`src/logic/ao_periph_cfg.svh`:
```
////////////////////////////////////////
// Always-on peripheral configuration
// Region map, register offsets, pin counts
////////////////////////////////////////
`ifndef AO_PERIPH_CFG_SVH
`define AO_PERIPH_CFG_SVH

`define AO_SOC_CTRL_BASE  32'h0000_0000
`define AO_FAST_INTR_BASE 32'h0000_1000
`define AO_GPIO_BASE      32'h0000_2000
`define AO_REGION_SIZE    32'h0000_1000
`define AO_ERR_WORD       32'hbadcab1e
`define AO_NUM_FAST_INTR  15
`define AO_NUM_GPIO       8

// SoC control offsets
`define SOC_EXIT_VALID    32'h0000_0000
`define SOC_EXIT_VALUE    32'h0000_0004
`define SOC_BOOT_SEL      32'h0000_0008
`define SOC_SCRATCH       32'h0000_000c

// Fast interrupt offsets
`define FIC_PENDING       32'h0000_0000
`define FIC_CLEAR         32'h0000_0004

// GPIO offsets
`define GPIO_OUT          32'h0000_0000
`define GPIO_EN           32'h0000_0004
`define GPIO_IN           32'h0000_0008
`define GPIO_INTR_EN      32'h0000_000c
`define GPIO_INTR_STATUS  32'h0000_0010

`endif

```
`src/logic/ao_periph_pkg.sv`:
```
////////////////////////////////////////
// Always-on peripheral shared types
////////////////////////////////////////
`default_nettype none

package ao_periph_pkg;

  // Register bus word types
  typedef logic [31:0] reg_addr_t;
  typedef logic [31:0] reg_data_t;
  typedef logic [3:0]  reg_strb_t;

  // Decoder result
  typedef enum logic [1:0] {
    SEL_SOC_CTRL,
    SEL_FAST_INTR,
    SEL_GPIO,
    SEL_NONE
  } periph_sel_e;

endpackage : ao_periph_pkg

`default_nettype wire

```
`src/logic/reg_bus_if.sv`:
```
////////////////////////////////////////
// Register bus, one transfer per valid/ready
////////////////////////////////////////
`timescale 1ns/1ps
`default_nettype none

interface reg_bus_if;
  import ao_periph_pkg::*;

  logic      valid;
  logic      write;
  reg_addr_t addr;
  reg_data_t wdata;
  reg_strb_t strb;
  logic      ready;
  reg_data_t rdata;

  modport host (
    output valid, write, addr, wdata, strb,
    input  ready, rdata
  );

  modport device (
    input  valid, write, addr, wdata, strb,
    output ready, rdata
  );

endinterface : reg_bus_if

`default_nettype wire

```
`src/logic/obi_to_reg.sv`:
```
////////////////////////////////////////
// OBI slave to register bus bridge
// One access in flight at a time
////////////////////////////////////////
`timescale 1ns/1ps
`default_nettype none

module obi_to_reg (
  input  wire logic                     clk_i,
  input  wire logic                     rst_i,
  input  wire logic                     req_i,
  input  wire logic                     we_i,
  input  wire ao_periph_pkg::reg_addr_t addr_i,
  input  wire ao_periph_pkg::reg_data_t wdata_i,
  input  wire ao_periph_pkg::reg_strb_t be_i,
  output logic                          gnt_o,
  output logic                          rvalid_o,
  output ao_periph_pkg::reg_data_t      rdata_o,
  reg_bus_if.host                       reg_o
);
  import ao_periph_pkg::*;

  typedef enum logic {
    IDLE,
    BUSY
  } state_e;

  state_e    state_q;
  logic      rvalid_q;
  logic      we_q;
  reg_addr_t addr_q;
  reg_data_t wdata_q;
  reg_strb_t be_q;
  reg_data_t rdata_q;
  logic      busy;
  logic      done;

  assign busy = (state_q == BUSY);
  assign done = busy & reg_o.ready;

  always_ff @(posedge clk_i) begin
    if (rst_i) begin
      state_q  <= IDLE;
      rvalid_q <= 1'b0;
    end else begin
      rvalid_q <= done;
      case (state_q)
        IDLE: if (req_i) state_q <= BUSY;
        BUSY: if (reg_o.ready) state_q <= IDLE;
        default: state_q <= IDLE;
      endcase
    end
  end

  // Request capture and response data
  always_ff @(posedge clk_i) begin
    if (!busy && req_i) begin
      we_q    <= we_i;
      addr_q  <= addr_i;
      wdata_q <= wdata_i;
      be_q    <= be_i;
    end
    if (done) begin
      rdata_q <= reg_o.rdata;
    end
  end

  assign reg_o.valid = busy;
  assign reg_o.write = we_q;
  assign reg_o.addr  = addr_q;
  assign reg_o.wdata = wdata_q;
  assign reg_o.strb  = be_q;

  // Grant lands in the cycle the device takes the transfer
  assign gnt_o    = done;
  assign rvalid_o = rvalid_q;
  assign rdata_o  = rdata_q;

endmodule : obi_to_reg

`default_nettype wire

```
`src/logic/reg_demux.sv`:
```
////////////////////////////////////////
// Register bus address decoder and demux
// Unmapped accesses get the error word
////////////////////////////////////////
`timescale 1ns/1ps
`default_nettype none
`include "ao_periph_cfg.svh"

module reg_demux (
  reg_bus_if.device up_i,
  reg_bus_if.host   soc_o,
  reg_bus_if.host   fic_o,
  reg_bus_if.host   gpio_o
);
  import ao_periph_pkg::*;

  periph_sel_e sel;
  reg_addr_t   base;
  reg_addr_t   offset;

  function automatic logic in_region(reg_addr_t addr, reg_addr_t region_base);
    return (addr >= region_base) && (addr < region_base + `AO_REGION_SIZE);
  endfunction

  always_comb begin
    if (in_region(up_i.addr, `AO_SOC_CTRL_BASE)) begin
      sel  = SEL_SOC_CTRL;
      base = `AO_SOC_CTRL_BASE;
    end else if (in_region(up_i.addr, `AO_FAST_INTR_BASE)) begin
      sel  = SEL_FAST_INTR;
      base = `AO_FAST_INTR_BASE;
    end else if (in_region(up_i.addr, `AO_GPIO_BASE)) begin
      sel  = SEL_GPIO;
      base = `AO_GPIO_BASE;
    end else begin
      sel  = SEL_NONE;
      base = '0;
    end
  end

  assign offset = up_i.addr - base;

  // Request fan-out, only the selected device sees valid
  assign soc_o.valid  = up_i.valid && (sel == SEL_SOC_CTRL);
  assign soc_o.write  = up_i.write;
  assign soc_o.addr   = offset;
  assign soc_o.wdata  = up_i.wdata;
  assign soc_o.strb   = up_i.strb;

  assign fic_o.valid  = up_i.valid && (sel == SEL_FAST_INTR);
  assign fic_o.write  = up_i.write;
  assign fic_o.addr   = offset;
  assign fic_o.wdata  = up_i.wdata;
  assign fic_o.strb   = up_i.strb;

  assign gpio_o.valid = up_i.valid && (sel == SEL_GPIO);
  assign gpio_o.write = up_i.write;
  assign gpio_o.addr  = offset;
  assign gpio_o.wdata = up_i.wdata;
  assign gpio_o.strb  = up_i.strb;

  always_comb begin
    case (sel)
      SEL_SOC_CTRL: begin
        up_i.ready = soc_o.ready;
        up_i.rdata = soc_o.rdata;
      end
      SEL_FAST_INTR: begin
        up_i.ready = fic_o.ready;
        up_i.rdata = fic_o.rdata;
      end
      SEL_GPIO: begin
        up_i.ready = gpio_o.ready;
        up_i.rdata = gpio_o.rdata;
      end
      default: begin
        // Error responder
        up_i.ready = up_i.valid;
        up_i.rdata = `AO_ERR_WORD;
      end
    endcase
  end

endmodule : reg_demux

`default_nettype wire

```
`src/logic/soc_ctrl.sv`:
```
////////////////////////////////////////
// SoC control registers
// Exit status, scratch word, boot strap
////////////////////////////////////////
`timescale 1ns/1ps
`default_nettype none
`include "ao_periph_cfg.svh"

module soc_ctrl (
  input  wire logic                clk_i,
  input  wire logic                rst_i,
  reg_bus_if.device                reg_i,
  input  wire logic                boot_select_i,
  output logic                     exit_valid_o,
  output ao_periph_pkg::reg_data_t exit_value_o
);
  import ao_periph_pkg::*;

  logic      exit_valid_q;
  reg_data_t exit_value_q;
  reg_data_t scratch_q;
  logic      wr_en;

  assign wr_en = reg_i.valid & reg_i.write;

  always_ff @(posedge clk_i) begin
    if (rst_i) begin
      exit_valid_q <= 1'b0;
      exit_value_q <= '0;
      scratch_q    <= '0;
    end else if (wr_en) begin
      if (reg_i.addr == `SOC_EXIT_VALID && reg_i.strb[0]) begin
        exit_valid_q <= reg_i.wdata[0];
      end
      // Byte lanes merge into the old word
      for (int b = 0; b < 4; b++) begin
        if (reg_i.strb[b]) begin
          if (reg_i.addr == `SOC_EXIT_VALUE) begin
            exit_value_q[b*8 +: 8] <= reg_i.wdata[b*8 +: 8];
          end
          if (reg_i.addr == `SOC_SCRATCH) begin
            scratch_q[b*8 +: 8] <= reg_i.wdata[b*8 +: 8];
          end
        end
      end
    end
  end

  always_comb begin
    case (reg_i.addr)
      `SOC_EXIT_VALID: reg_i.rdata = {31'b0, exit_valid_q};
      `SOC_EXIT_VALUE: reg_i.rdata = exit_value_q;
      `SOC_BOOT_SEL:   reg_i.rdata = {31'b0, boot_select_i};
      `SOC_SCRATCH:    reg_i.rdata = scratch_q;
      default:         reg_i.rdata = '0;
    endcase
  end

  assign reg_i.ready  = reg_i.valid;
  assign exit_valid_o = exit_valid_q;
  assign exit_value_o = exit_value_q;

endmodule : soc_ctrl

`default_nettype wire

```
`src/logic/fast_intr_ctrl.sv`:
```
////////////////////////////////////////
// Fast interrupt pending register
////////////////////////////////////////
`timescale 1ns/1ps
`default_nettype none
`include "ao_periph_cfg.svh"

module fast_intr_ctrl (
  input  wire logic                         clk_i,
  input  wire logic                         rst_i,
  reg_bus_if.device                         reg_i,
  input  wire logic [`AO_NUM_FAST_INTR-1:0] fast_intr_i,
  output logic [`AO_NUM_FAST_INTR-1:0]      fast_intr_o
);

  logic [`AO_NUM_FAST_INTR-1:0] pending_q;
  logic [`AO_NUM_FAST_INTR-1:0] clr_mask;
  logic [`AO_NUM_FAST_INTR-1:0] lane_mask;

  // Lines 0..7 live in byte 0, the rest in byte 1
  assign lane_mask = {{(`AO_NUM_FAST_INTR-8){reg_i.strb[1]}}, {8{reg_i.strb[0]}}};

  always_comb begin
    clr_mask = '0;
    if (reg_i.valid && reg_i.write && reg_i.addr == `FIC_CLEAR) begin
      clr_mask = reg_i.wdata[`AO_NUM_FAST_INTR-1:0] & lane_mask;
    end
  end

  // A live input beats a clear in the same cycle
  always_ff @(posedge clk_i) begin
    if (rst_i) begin
      pending_q <= '0;
    end else begin
      pending_q <= (pending_q & ~clr_mask) | fast_intr_i;
    end
  end

  always_comb begin
    if (reg_i.addr == `FIC_PENDING) begin
      reg_i.rdata = {{(32-`AO_NUM_FAST_INTR){1'b0}}, pending_q};
    end else begin
      reg_i.rdata = '0;
    end
  end

  assign reg_i.ready = reg_i.valid;
  assign fast_intr_o = pending_q;

endmodule : fast_intr_ctrl

`default_nettype wire

```
`src/logic/gpio_ao.sv`:
```
////////////////////////////////////////
// Always-on GPIO
// Pin drive, input sync, edge interrupts
////////////////////////////////////////
`timescale 1ns/1ps
`default_nettype none
`include "ao_periph_cfg.svh"

module gpio_ao (
  input  wire logic                    clk_i,
  input  wire logic                    rst_i,
  reg_bus_if.device                    reg_i,
  input  wire logic [`AO_NUM_GPIO-1:0] cio_gpio_i,
  output logic [`AO_NUM_GPIO-1:0]      cio_gpio_o,
  output logic [`AO_NUM_GPIO-1:0]      cio_gpio_en_o,
  output logic [`AO_NUM_GPIO-1:0]      intr_gpio_o
);

  logic [`AO_NUM_GPIO-1:0] out_q;
  logic [`AO_NUM_GPIO-1:0] en_q;
  logic [`AO_NUM_GPIO-1:0] intr_en_q;
  logic [`AO_NUM_GPIO-1:0] status_q;
  logic [`AO_NUM_GPIO-1:0] sync1_q;
  logic [`AO_NUM_GPIO-1:0] sync2_q;
  logic [`AO_NUM_GPIO-1:0] prev_q;
  logic [`AO_NUM_GPIO-1:0] rise;
  logic [`AO_NUM_GPIO-1:0] clr_mask;
  logic                    wr_en;

  // All pin registers fit in byte lane 0
  assign wr_en = reg_i.valid & reg_i.write & reg_i.strb[0];
  assign rise  = sync2_q & ~prev_q;

  assign clr_mask = (wr_en && reg_i.addr == `GPIO_INTR_STATUS) ?
                    reg_i.wdata[`AO_NUM_GPIO-1:0] : '0;

  always_ff @(posedge clk_i) begin
    if (rst_i) begin
      sync1_q  <= '0;
      sync2_q  <= '0;
      prev_q   <= '0;
      status_q <= '0;
    end else begin
      sync1_q  <= cio_gpio_i;
      sync2_q  <= sync1_q;
      prev_q   <= sync2_q;
      status_q <= (status_q & ~clr_mask) | rise;
    end
  end

  always_ff @(posedge clk_i) begin
    if (rst_i) begin
      out_q     <= '0;
      en_q      <= '0;
      intr_en_q <= '0;
    end else if (wr_en) begin
      case (reg_i.addr)
        `GPIO_OUT:     out_q     <= reg_i.wdata[`AO_NUM_GPIO-1:0];
        `GPIO_EN:      en_q      <= reg_i.wdata[`AO_NUM_GPIO-1:0];
        `GPIO_INTR_EN: intr_en_q <= reg_i.wdata[`AO_NUM_GPIO-1:0];
        default: ;
      endcase
    end
  end

  always_comb begin
    reg_i.rdata = '0;
    case (reg_i.addr)
      `GPIO_OUT:         reg_i.rdata[`AO_NUM_GPIO-1:0] = out_q;
      `GPIO_EN:          reg_i.rdata[`AO_NUM_GPIO-1:0] = en_q;
      `GPIO_IN:          reg_i.rdata[`AO_NUM_GPIO-1:0] = sync2_q;
      `GPIO_INTR_EN:     reg_i.rdata[`AO_NUM_GPIO-1:0] = intr_en_q;
      `GPIO_INTR_STATUS: reg_i.rdata[`AO_NUM_GPIO-1:0] = status_q;
      default: ;
    endcase
  end

  assign reg_i.ready   = reg_i.valid;
  assign cio_gpio_o    = out_q;
  assign cio_gpio_en_o = en_q;
  assign intr_gpio_o   = status_q & intr_en_q;

endmodule : gpio_ao

`default_nettype wire

```
`src/logic/ao_peripheral_subsystem.sv`:
```
////////////////////////////////////////
// Always-on peripheral subsystem
// OBI port, register bus, three devices
////////////////////////////////////////
`timescale 1ns/1ps
`default_nettype none
`include "ao_periph_cfg.svh"

module ao_peripheral_subsystem (
  input  wire logic                         clk_i,
  input  wire logic                         rst_i,

  // OBI slave port
  input  wire logic                         slave_req_i,
  input  wire logic                         slave_we_i,
  input  wire ao_periph_pkg::reg_addr_t     slave_addr_i,
  input  wire ao_periph_pkg::reg_data_t     slave_wdata_i,
  input  wire ao_periph_pkg::reg_strb_t     slave_be_i,
  output logic                              slave_gnt_o,
  output logic                              slave_rvalid_o,
  output ao_periph_pkg::reg_data_t          slave_rdata_o,

  // SoC control
  input  wire logic                         boot_select_i,
  output logic                              exit_valid_o,
  output ao_periph_pkg::reg_data_t          exit_value_o,

  // Fast interrupts
  input  wire logic [`AO_NUM_FAST_INTR-1:0] fast_intr_i,
  output logic [`AO_NUM_FAST_INTR-1:0]      fast_intr_o,

  // GPIO
  input  wire logic [`AO_NUM_GPIO-1:0]      cio_gpio_i,
  output logic [`AO_NUM_GPIO-1:0]           cio_gpio_o,
  output logic [`AO_NUM_GPIO-1:0]           cio_gpio_en_o,
  output logic [`AO_NUM_GPIO-1:0]           intr_gpio_o
);

  reg_bus_if reg_up ();
  reg_bus_if reg_soc ();
  reg_bus_if reg_fic ();
  reg_bus_if reg_gpio ();

  obi_to_reg obi_to_reg_i (
    .clk_i,
    .rst_i,
    .req_i    (slave_req_i),
    .we_i     (slave_we_i),
    .addr_i   (slave_addr_i),
    .wdata_i  (slave_wdata_i),
    .be_i     (slave_be_i),
    .gnt_o    (slave_gnt_o),
    .rvalid_o (slave_rvalid_o),
    .rdata_o  (slave_rdata_o),
    .reg_o    (reg_up.host)
  );

  reg_demux reg_demux_i (
    .up_i   (reg_up.device),
    .soc_o  (reg_soc.host),
    .fic_o  (reg_fic.host),
    .gpio_o (reg_gpio.host)
  );

  soc_ctrl soc_ctrl_i (
    .clk_i,
    .rst_i,
    .reg_i (reg_soc.device),
    .boot_select_i,
    .exit_valid_o,
    .exit_value_o
  );

  fast_intr_ctrl fast_intr_ctrl_i (
    .clk_i,
    .rst_i,
    .reg_i (reg_fic.device),
    .fast_intr_i,
    .fast_intr_o
  );

  gpio_ao gpio_ao_i (
    .clk_i,
    .rst_i,
    .reg_i (reg_gpio.device),
    .cio_gpio_i,
    .cio_gpio_o,
    .cio_gpio_en_o,
    .intr_gpio_o
  );

endmodule : ao_peripheral_subsystem

`default_nettype wire

```
`config.mk`:
```
export PLATFORM = sky130hd
export DESIGN_NAME = ao_peripheral_subsystem
export DESIGN_NICKNAME = d
export VERILOG_FILES = /design/src/logic/ao_periph_pkg.sv /design/src/logic/reg_bus_if.sv /design/src/logic/obi_to_reg.sv /design/src/logic/reg_demux.sv /design/src/logic/soc_ctrl.sv /design/src/logic/fast_intr_ctrl.sv /design/src/logic/gpio_ao.sv /design/src/logic/ao_peripheral_subsystem.sv
export VERILOG_INCLUDE_DIRS = /design/src /design/src/logic
export SDC_FILE = /design/constraint.sdc
export NUM_CORES = 1
export LEC_CHECK = 0
export BUFFER_PORTS_ARGS = -buffer_cell sky130_fd_sc_hd__buf_4
export CORE_UTILIZATION = 61
export CTS_BUF_LIST = sky130_fd_sc_hd__clkbuf_8
export DETAILED_ROUTE_END_ITERATION = 8
export GPL_TIMING_DRIVEN = 0
export PLACE_DENSITY = 0.91
export SYNTH_ARGS = -nofsm -noshare
export SYNTH_HDL_FRONTEND = slang
export SYNTH_SLANG_ARGS = --single-unit
```
`constraint.sdc`:
```
create_clock -name clk_i -period 9.3 [get_ports clk_i]
set_input_delay 0.93 -clock clk_i [delete_from_list [all_inputs] [get_ports clk_i]]
set_output_delay 0.93 -clock clk_i [all_outputs]
set_load 0.02 [all_outputs]
```
==> results.json, run 1 <==
{
  "final_cell_mix": "buf_4 (202), dfxtp_1 (138), nor2_1 (127)",
  "swShare": 0.2241,
  "synth_seq_area_share": 0.6168,
  "synth_warnings": 0,
  "start_util": 0.6369,
  "crit_path_cell_trace": "nor4_1, nand4_1, or3_1, ha_1, nor2b_1, o21ai_1, and4_1, clkbuf_1, nand4_1, nor4_2, buf_2, a21bo_2",
  "die_h_um": 126.1,
  "io_pins": 202,
  "vias": 7485,
  "final_common_cell": "buf_4",
  "place.gp.congestion": 0.9206,
  "status": "complete, no violations",
  "setup-tns-final_ns": 0,
  "via_per_inst": 6.027,
  "cts.sinks": 239,
  "slowest_delay_ns": 0.62,
  "core_um2": 14750,
  "cp_top_family": "simple AND/OR/NAND/NOR gates",
  "cts-buffers-inserted": 39,
  "cp_slowest_cell": "nor4_2",
  "rows": 44,
  "p_int_mw": 1.766,
  "drv_slew": 0,
  "ys_seq_elements": 239,
  "clock_latency_ns": 0.54,
  "dieArea_um2": 15910,
  "worstPathArrival_ns": 5.29,
  "drt-pass1-iter-count": 6,
  "p_comb_frac": 0.057,
  "cts.repair.resized": 0,
  "cts_tree": "done",
  "hold_violations": 0,
  "h-tree-depth": 2,
  "postLayoutCellArea_um2": 12080,
  "start_kind": "register",
  "skew_ns": 0.02201,
  "crit_required_ns": 9.69,
  "period_needed_ns": 4.902,
  "route.detailed.drc": 0,
  "synth_edf_count": 101,
  "cts_hold_buffers": 0,
  "clk_pin_slew_ns": 0.06,
  "powerDensity_nw_per_um2": 188.4,
  "cp_max_fo": 10,
  "track_usage": 0.3216,
  "period_share": 0.5271,
  "drt_iter0_drc": 936,
  "clock_path_buffers": 3,
  "root_buffer": "clkbuf_8",
  "fmax_mhz": 204.0,
  "finalNetCount": 1127,
  "detailed_place.area_um2": 11210,
  "cts_setup_buffers": 0,
  "syn_inst": 784,
  "crit_buf_inv": 2,
  "synth_top_flop_cell": "dfxtp_1",
  "ir_worst_vdd_mv": 0.1660,
  "drive_above_1_share": 0.2921,
  "clkPwrFrac": 0.436,
  "drt_wl_total_mm": 25.79,
  "cellLeakagePower_nw": 4.980,
  "hp-class": "register to register",
  "grt_pass1_vias": 7406,
  "area_growth_pct": 28.55,
  "ant_nets": 0,
  "synthesis.nets": 882,
  "wl_per_cell_um": 20.77,
  "die_x_um": 126.1,
  "synth_cell_types": 50,
  "p_seq_frac": 0.507,
  "synth_area_um2": 9397,
  "worstMarginPinSlew_ns": 1.119,
  "num_antenna_cells": 0,
  "grt_pass1_wl_mm": 39.09,
  "end_kind": "register",
  "grt_setup_unrepaired": "false",
  "relSlewSlack": 0.2480,
  "grt_overflow": 0,
  "grt_max_degree": 34,
  "final-setup-viol-count": 0,
  "dp_hpwl_mm": 17.43,
  "synthArstFlopShare": 0,
  "synth_area_per_cell_um2": 11.99,
  "port_buffers": 200,
  "path_class": "register to register",
  "maxCapViolCount": 0,
  "crit_top_cell": "nand4_1",
  "grt_antenna_before_repair": 0,
  "fillers": 837,
  "power_switching_mw": 0.5102
}
-- synthesized netlist by cell type, drive strengths merged, types with 8 or more instances --
| cell type | number | area, µm² |
|---|---|---|
| nand2b | 9 | 56.30 |
| edfxtp | 101 | 3033 |
| o21ai | 13 | 65.06 |
| nor4 | 22 | 234.0 |
| inv | 19 | 71.32 |
| nor2 | 128 | 483.0 |
| mux2 | 12 | 135.1 |
| clkbuf | 30 | 113.9 |
| nor2b | 40 | 250.2 |
| nor3 | 11 | 55.05 |
| a311oi | 23 | 201.4 |
| nand4 | 13 | 87.58 |
| nand2 | 15 | 63.81 |
| a21bo | 11 | 110.1 |
| nand3 | 12 | 60.06 |
| dfxtp | 138 | 2763 |
| a22oi | 13 | 97.59 |
| and2 | 9 | 56.30 |
| buf | 8 | 41.28 |
| mux2i | 103 | 1031 |
| a21oi | 19 | 95.09 |
-- through the flow --
step	util	std cells	setup WS (ns)	hold slack (ns)	power, mW
after floorplan	-	784	4.817	0.4138	1.228
after global placement	0.7542	1168	3.328	0.4154	1.296
after detailed placement	0.7598	1172	4.356	0.4279	1.301
after CTS	0.8183	1242	4.302	0.4435	2.277
after global routing	0.8187	1242	4.140	0.4641	2.345
final	0.8187	1242	4.398	0.4377	2.276
-- per-layer routing --
| metal | vias to the layer above | wire length (µm) | track usage |
|---|---|---|---|
| li1 | 3346 | - | - |
| met5 | - | 0 | 0 |
| met1 | 3543 | 9770 | 0.3986 |
| met3 | 103 | 2568 | 0.06839 |
| met2 | 493 | 12340 | 0.5294 |
| met4 | 0 | 1112 | 0.1729 |
-- registers in the layout (all words and copies together) (netlist names), 4 cells and up --
| signal | flops |
|---|---|
| obi_to_reg_i.reg_o.wdata | 32 |
| obi_to_reg_i.reg_o.addr | 32 |
| obi_to_reg_i.reg_o.strb | 4 |
| fast_intr_ctrl_i.fast_intr_o | 15 |
| gpio_ao_i.prev_q | 8 |
| obi_to_reg_i.rdata_o | 32 |
| gpio_ao_i.sync1_q | 8 |
| gpio_ao_i.intr_en_q | 8 |
| gpio_ao_i.cio_gpio_en_o | 8 |
| soc_ctrl_i.exit_value_o | 32 |
| gpio_ao_i.sync2_q | 8 |
| gpio_ao_i.status_q | 8 |
| soc_ctrl_i.scratch_q | 32 |
| gpio_ao_i.cio_gpio_o | 8 |
-- worst paths after layout --
| kind | from | to | slack, ns | cells past startpoint |
|---|---|---|---|---|
| setup / recovery | obi_to_reg_i.reg_o.addr[29] | obi_to_reg_i.rdata_o[29] | 4.40 | 12 |
| setup reg to reg | obi_to_reg_i.reg_o.addr[29] | obi_to_reg_i.rdata_o[29] | 4.40 | 12 |
| hold reg to reg | gpio_ao_i.sync1_q[7] | gpio_ao_i.sync2_q[7] | 0.44 | 1 |
| hold / removal | gpio_ao_i.sync1_q[7] | gpio_ao_i.sync2_q[7] | 0.44 | 1 |
-- power by group through the flow --
stage / Clock [mW] / Combinational, mW / Sequential, mW
after floorplan: 0 / 0.0491 / 1.18
after global placement: 0 / 0.120 / 1.18
after detailed placement: 0 / 0.127 / 1.17
after CTS: 0.996 / 0.129 / 1.15
after global routing: 1.05 / 0.137 / 1.16
final: 0.992 / 0.130 / 1.15
-- logic make-up (layout without fill, tap and decap cells) --
| group | count (synthesis) | in the layout | synth area share |
|---|---|---|---|
| AO/OA/AOI/OAI | 95 | 95 | 0.07537 |
| adder cells (fa/ha/maj) | 2 | 2 | 0.002663 |
| flip-flops | 239 | 239 | 0.6168 |
| XOR/XNOR | 1 | 1 | 0.0009323 |
| AND/OR/NAND/NOR | 274 | 274 | 0.1557 |
| multiplexers | 115 | 115 | 0.1241 |
| buffers and inverters | 58 | 332 | 0.02450 |
-- cell type report --
type | instances | area (µm²) | area share
inverters | 20 | 75.07 | 0.006215
repair buffers | 204 | 1556 | 0.1289
flip-flops and latches | 239 | 5796 | 0.4798
plain buffers | 38 | 156.4 | 0.01295
clock inverters | 22 | 201.4 | 0.01668
clock buffers | 48 | 660.6 | 0.05469
well taps | 184 | 230.2 | 0.01906
multi-input cells | 487 | 3403 | 0.2817
Power figures use the tool's default switching activity.
==> run 2: changes to the inputs <==
--- a/config.mk
+++ b/config.mk
@@ -7,11 +7,11 @@
 export NUM_CORES = 1
 export LEC_CHECK = 0
 export BUFFER_PORTS_ARGS = -buffer_cell sky130_fd_sc_hd__buf_4
-export CORE_UTILIZATION = 61
+export CORE_UTILIZATION = 56
 export CTS_BUF_LIST = sky130_fd_sc_hd__clkbuf_8
 export DETAILED_ROUTE_END_ITERATION = 8
 export GPL_TIMING_DRIVEN = 0
-export PLACE_DENSITY = 0.91
+export PLACE_DENSITY = 0.85
 export SYNTH_ARGS = -nofsm -noshare
 export SYNTH_HDL_FRONTEND = slang
 export SYNTH_SLANG_ARGS = --single-unit
==> constraint.sdc (replaced) <==
create_clock -name clk_i -period 4.73 [get_ports clk_i]
set_input_delay 0.473 -clock clk_i [delete_from_list [all_inputs] [get_ports clk_i]]
set_output_delay 0.473 -clock clk_i [all_outputs]
set_load 0.02 [all_outputs]
==> results.json, run 2 (synthesis results as in run 1) <==
{
  "finalPower_mw": 4.192,
  "cp_max_fo": 8,
  "clock_latency_ns": 0.53,
  "cts_tree": "done",
  "worstPathArrival_ns": 4.92,
  "dp_hpwl_mm": 17.44,
  "hold_violations": 0,
  "cts.sinks": 239,
  "drt-pass1-iter-count": 7,
  "via_per_inst": 5.687,
  "start_kind": "register",
  "powerDensity_nw_per_um2": 347.5,
  "cts_hold_buffers": 0,
  "path_class": "register to register",
  "finalNetCount": 1129,
  "skew_ns": 0.01605,
  "clk_pin_slew_ns": 0.06,
  "met3_usage": 0.06289,
  "final_cell_mix": "buf_4 (203), dfxtp_1 (138), nor2_1 (127)",
  "ir_worst_vdd_mv": 0.2412,
  "setup-tns-final_ns": 0,
  "die_h_um": 131.5,
  "rows": 46,
  "grt_max_degree": 33,
  "final-setup-viol-count": 0,
  "root_buffer": "clkbuf_8",
  "grt_pass1_vias": 6982,
  "h-tree-depth": 2,
  "drive_above_1_share": 0.2849,
  "detailed_place.area_um2": 11280,
  "period_share": 0.9600,
  "startpoint": "obi_to_reg_i.reg_o.addr[29]",
  "end_kind": "register",
  "fmax_mhz": 220.2,
  "relSlewSlack": 0.1393,
  "met2_usage": 0.4571,
  "area_growth_pct": 28.38,
  "grt_overflow": 0,
  "postLayoutCellArea_um2": 12060,
  "grt_pass1_wl_mm": 37.23,
  "worstMarginPinSlew_ns": 1.281,
  "drv_slew": 0,
  "worstHoldStart": "slave_wdata_i[13]",
  "grt_antenna_before_repair": 0,
  "die_x_um": 131.5,
  "place.gp.congestion": 0.9344,
  "place_ws_ns": -0.3409,
  "ant_nets": 0,
  "maxCapViolCount": 0,
  "use_met1": 0.3509,
  "hp-class": "primary input to register",
  "num_antenna_cells": 0,
  "drt_iter0_drc": 562,
  "crit_required_ns": 5.11,
  "dieArea_um2": 17300,
  "cellLeakagePower_nw": 5.009,
  "grt_setup_unrepaired": "false",
  "final_common_cell": "buf_4",
  "vias": 7256,
  "port_buffers": 200,
  "io_pins": 202,
  "top_usage_layer": "met2",
  "hold_slack_ns": 0.1198,
  "start_util": 0.5831,
  "route.detailed.drc": 0,
  "r2r-start": "obi_to_reg_i.reg_o.addr[29]",
  "status": "complete, no violations",
  "track_usage": 0.2788,
  "drt_wl_total_mm": 24.48,
  "period_needed_ns": 4.541,
  "cts-buffers-inserted": 38,
  "worst_slack_ns": 0.1890,
  "clock_path_buffers": 3,
  "wl_per_cell_um": 19.19,
  "core_um2": 16120
}
## run 2: changes by cell type in the layout (fill, tap and decap cells not counted), sizes merged
cell      before  now
clkinv         9    3
bufinv         4    1
inv           27   40
clkinvlp       2    1
buf          212  215
clkbuf        78   74
## run 2: layout make-up
class,count,area (µm²)
flip-flops and latches,239,5796
fillers,1105,4053
multi-input cells,487,3421
repair buffers,207,1612
clock buffers,44,605.6
well taps,216,270.3
plain buffers,38,157.7
clock inverters,25,126.4
inverters,20,75.07
## run 2: report_power, final
| group | internal (mW) | leakage, nW | total [mW] | switching (mW) |
|---|---|---|---|---|
| sequential | 2.22 | 2.07 | 2.27 | 0.0453 |
| clock | 0.901 | 0.450 | 1.67 | 0.767 |
| combinational | 0.114 | 2.48 | 0.258 | 0.144 |
## run 2: routing by layer
layer,wire length (µm),share of wire
met5,0,0
met4,846,0.035
met3,2136,0.087
met2,11510,0.47
met1,9993,0.41
## run 2: worst max-delay path, cell delays in order (launching register included)
cell and delay (ns):
edfxtp_1 0.41, nor4_1 0.43, nand4_1 0.41, or3_1 0.58, ha_1 0.34, nor2b_1 0.16, o21ai_1 0.41, nand4_2 0.48
nor4_4 0.82, mux2i_1 0.30, nor2_1 0.06
## run 2: path summary, 6_finish.rpt
check | end | slack [ns] | cells after the start
min reg2reg | gpio_ao_i.sync2_q[3] | 0.44 | 1
min | obi_to_reg_i.reg_o.wdata[13] | 0.12 | 1
max reg2reg | soc_ctrl_i.exit_value_o[23] | 0.19 | 10
max | soc_ctrl_i.exit_value_o[23] | 0.19 | 10
## run 2: timing repair
item                                    in CTS  in global routing
buffers inserted                             0                  2
gates resized for setup                      3                  2
endpoints found under the setup margin      13                 15
pin swaps                                    1                  3
## run 2: stage by stage
stage | cells | util
final | 1276 | 0.7485
after global routing | 1276 | 0.7485
after CTS | 1274 | 0.7467
after detailed placement | 1205 | 0.6998
after global placement | 1200 | 0.6930
after floorplan | 784 | -
==> run 3: changes to the inputs <==
--- a/config.mk
+++ b/config.mk
@@ -6,8 +6,9 @@
 export SDC_FILE = /design/constraint.sdc
 export NUM_CORES = 1
 export LEC_CHECK = 0
+export ABC_AREA = 1
 export BUFFER_PORTS_ARGS = -buffer_cell sky130_fd_sc_hd__buf_4
-export CORE_UTILIZATION = 56
+export CORE_UTILIZATION = 57
 export CTS_BUF_LIST = sky130_fd_sc_hd__clkbuf_8
 export DETAILED_ROUTE_END_ITERATION = 8
 export GPL_TIMING_DRIVEN = 0
==> results.json, run 3 <==
{
  "maxCapViolCount": 0,
  "detailed_place.area_um2": 11840,
  "final-instance-count-excl-fill": 1655,
  "ant_nets": 0,
  "synth_top_flop_cell": "dfxtp_1",
  "rows": 48,
  "relSlewSlack": 0.3111,
  "cp_slowest_cell": "edfxtp_1",
  "hold_violations": 0,
  "start_util": 0.5806,
  "synthesis.nets": 1253,
  "final_common_cell": "nand2_1",
  "fmax_mhz": 234.8,
  "skew_ns": 0.02622,
  "dp_hpwl_mm": 20.29,
  "start_kind": "register",
  "place_inst": 1582,
  "period_needed_ns": 4.259,
  "ys_seq_elements": 239,
  "worstMarginPinSlew_ns": 1.024,
  "post-route-util": 0.7329,
  "powerDensity_nw_per_um2": 341.1,
  "cts_hold_buffers": 0,
  "hp-class": "primary input to register",
  "cellLeakagePower_nw": 5.848,
  "via_per_inst": 5.440,
  "place.gp.congestion": 0.9291,
  "crit_path_cell_trace": "nor2_1, nand2_2, nor2_2, nand2_1, nor4_2, inv_1, ha_1, nand2_1, nand3_1, nor2_1, nand2_1, nand2_1, nand2_1, nor2_1, nand3_2, nor2_8, nand2_4, inv_2, buf_2, nand2_1, nand2_1, a21oi_1, nand2_1",
  "path_class": "register to register",
  "setup-tns-final_ns": 0,
  "die_h_um": 134.5,
  "drt_wl_total_mm": 28.38,
  "synth_area_um2": 10010,
  "swShare": 0.2352,
  "wl_per_cell_um": 17.15,
  "synth_commonest_cells": "nand2_1 (289), dfxtp_1 (138), inv_1 (130)",
  "grt_pass1_wl_mm": 43.41,
  "final_cell_mix": "nand2_1 (289), buf_4 (208), inv_1 (148)",
  "postLayoutCellArea_um2": 12630,
  "grt_pass1_vias": 8405,
  "io_pins": 202,
  "h-tree-depth": 2,
  "synth_cell_types": 37,
  "synth_edf_count": 101,
  "finalNetCount": 1497,
  "clock_latency_ns": 0.55,
  "p_seq_frac": 0.524,
  "drt-pass1-iter-count": 5,
  "dieArea_um2": 18090,
  "synthTopCellsByArea": "edfxtp_1 (30%), dfxtp_1 (28%), nand2_1 (11%)",
  "grt_setup_unrepaired": "false",
  "core_um2": 17240,
  "crit_top_cell": "nand2_1",
  "worstPathArrival_ns": 4.66,
  "area_growth_pct": 26.23,
  "yosysMostFrequentCell": "nand2_1",
  "yosysTopAreaCellShare": 0.3030,
  "yosysTopAreaCell": "edfxtp_1",
  "cp_max_fo": 10,
  "route.detailed.drc": 0,
  "finalPower_mw": 4.309,
  "port_buffers": 200,
  "cts_setup_buffers": 0,
  "die_x_um": 134.5,
  "slowest_delay_ns": 0.42,
  "ir_worst_vdd_mv": 0.2189,
  "synth_warnings": 0,
  "p_int_mw": 3.296,
  "grt_overflow": 0,
  "grt_max_degree": 38,
  "root_buffer": "clkbuf_8",
  "crit_required_ns": 5.13,
  "num_antenna_cells": 0,
  "final-setup-viol-count": 0,
  "synthArstFlopShare": 0,
  "track_usage": 0.3135,
  "cts-buffers-inserted": 40,
  "drv_slew": 0,
  "clock_path_buffers": 3,
  "drive_above_1_share": 0.2224,
  "cts.sinks": 239,
  "period_share": 0.9005,
  "end_kind": "register",
  "status": "complete, no violations",
  "clk_pin_slew_ns": 0.06,
  "drt_iter0_drc": 1096,
  "p_comb_frac": 0.061,
  "cts.repair.resized": 0,
  "synth_seq_area_share": 0.5791,
  "syn_inst": 1155,
  "power_switching_mw": 1.014,
  "cts_tree": "done",
  "clkPwrFrac": 0.415,
  "vias": 9004,
  "grt_antenna_before_repair": 0,
  "synth_area_per_cell_um2": 8.665
}
run 3: cell count changes after synthesis, sizes merged, moves of 40 or more:
| cell | previous run | this run |
|---|---|---|
| a21oi | 19 | 109 |
| inv | 19 | 134 |
| mux2i | 103 | 0 |
| nand2 | 15 | 294 |
| nand3 | 12 | 56 |
| nor2b | 40 | 0 |
| o21ai | 13 | 113 |
run 3: final cells by class:
cell class	count	area, µm²
clock inverters	22	91.34
multi-input cells	736	3462
plain buffers	46	256.5
inverters	134	503.0
well taps	225	281.5
clock buffers	51	701.9
repair buffers	202	1541
flip-flops and latches	239	5796
fillers	1271	4603
run 3: per-stage QoR:
stage	hold slack (ns)	setup WS, ns
floorplan	0.3883	0.8061
global placement	0.3916	-0.5947
detailed placement	0.3925	0.5480
CTS	0.08414	0.5294
global route	0.08565	0.05443
finish	0.09384	0.4706
run 3: final timing paths:
| kind | start | end | slack [ns] | cells past startpoint |
|---|---|---|---|---|
| max | obi_to_reg_i.reg_o.addr[16] | obi_to_reg_i.rdata_o[2] | 0.47 | 23 |
| min | slave_wdata_i[25] | obi_to_reg_i.reg_o.wdata[25] | 0.09 | 1 |
| max reg2reg | obi_to_reg_i.reg_o.addr[16] | obi_to_reg_i.rdata_o[2] | 0.47 | 23 |
| min reg2reg | gpio_ao_i.sync1_q[2] | gpio_ao_i.sync2_q[2] | 0.40 | 2 |
run 3: routing by layer:
metal	part of all wire	global-route usage	wire, µm	vias up
met3	0.10	0.07170	2956	77
met4	0.044	0.1461	1236	0
met1	0.40	0.4135	11220	4131
met5	0	0	0	-
met2	0.46	0.4922	12970	500
li1	-	-	-	4296
run 3: worst max-delay path, delay by kind of cell, from the launching register on:
kind            cells  cell delay [ns]
simple gates       18             2.71
fa+ha+maj           1             0.34
compound gates      1             0.06
buf+inv             3             0.60
flops               1             0.42
run 3: logic make-up (layout without fill, tap and decap cells):
logic type | Yosys count | after routing | share of synthesized area
simple gates | 496 | 496 | 0.2205
fa+ha+maj | 2 | 2 | 0.002500
buf+inv | 180 | 455 | 0.07576
compound gates | 238 | 238 | 0.1221
flops | 239 | 239 | 0.5791
run 3: power by group through the flow:
stage / clock network [mW] / registers, mW / logic [mW]
finish: 1.79 / 2.26 / 0.263
global placement: 0 / 2.30 / 0.247
CTS: 1.80 / 2.26 / 0.261
detailed placement: 0 / 2.30 / 0.259
global route: 1.89 / 2.26 / 0.284
floorplan: 0 / 2.31 / 0.103
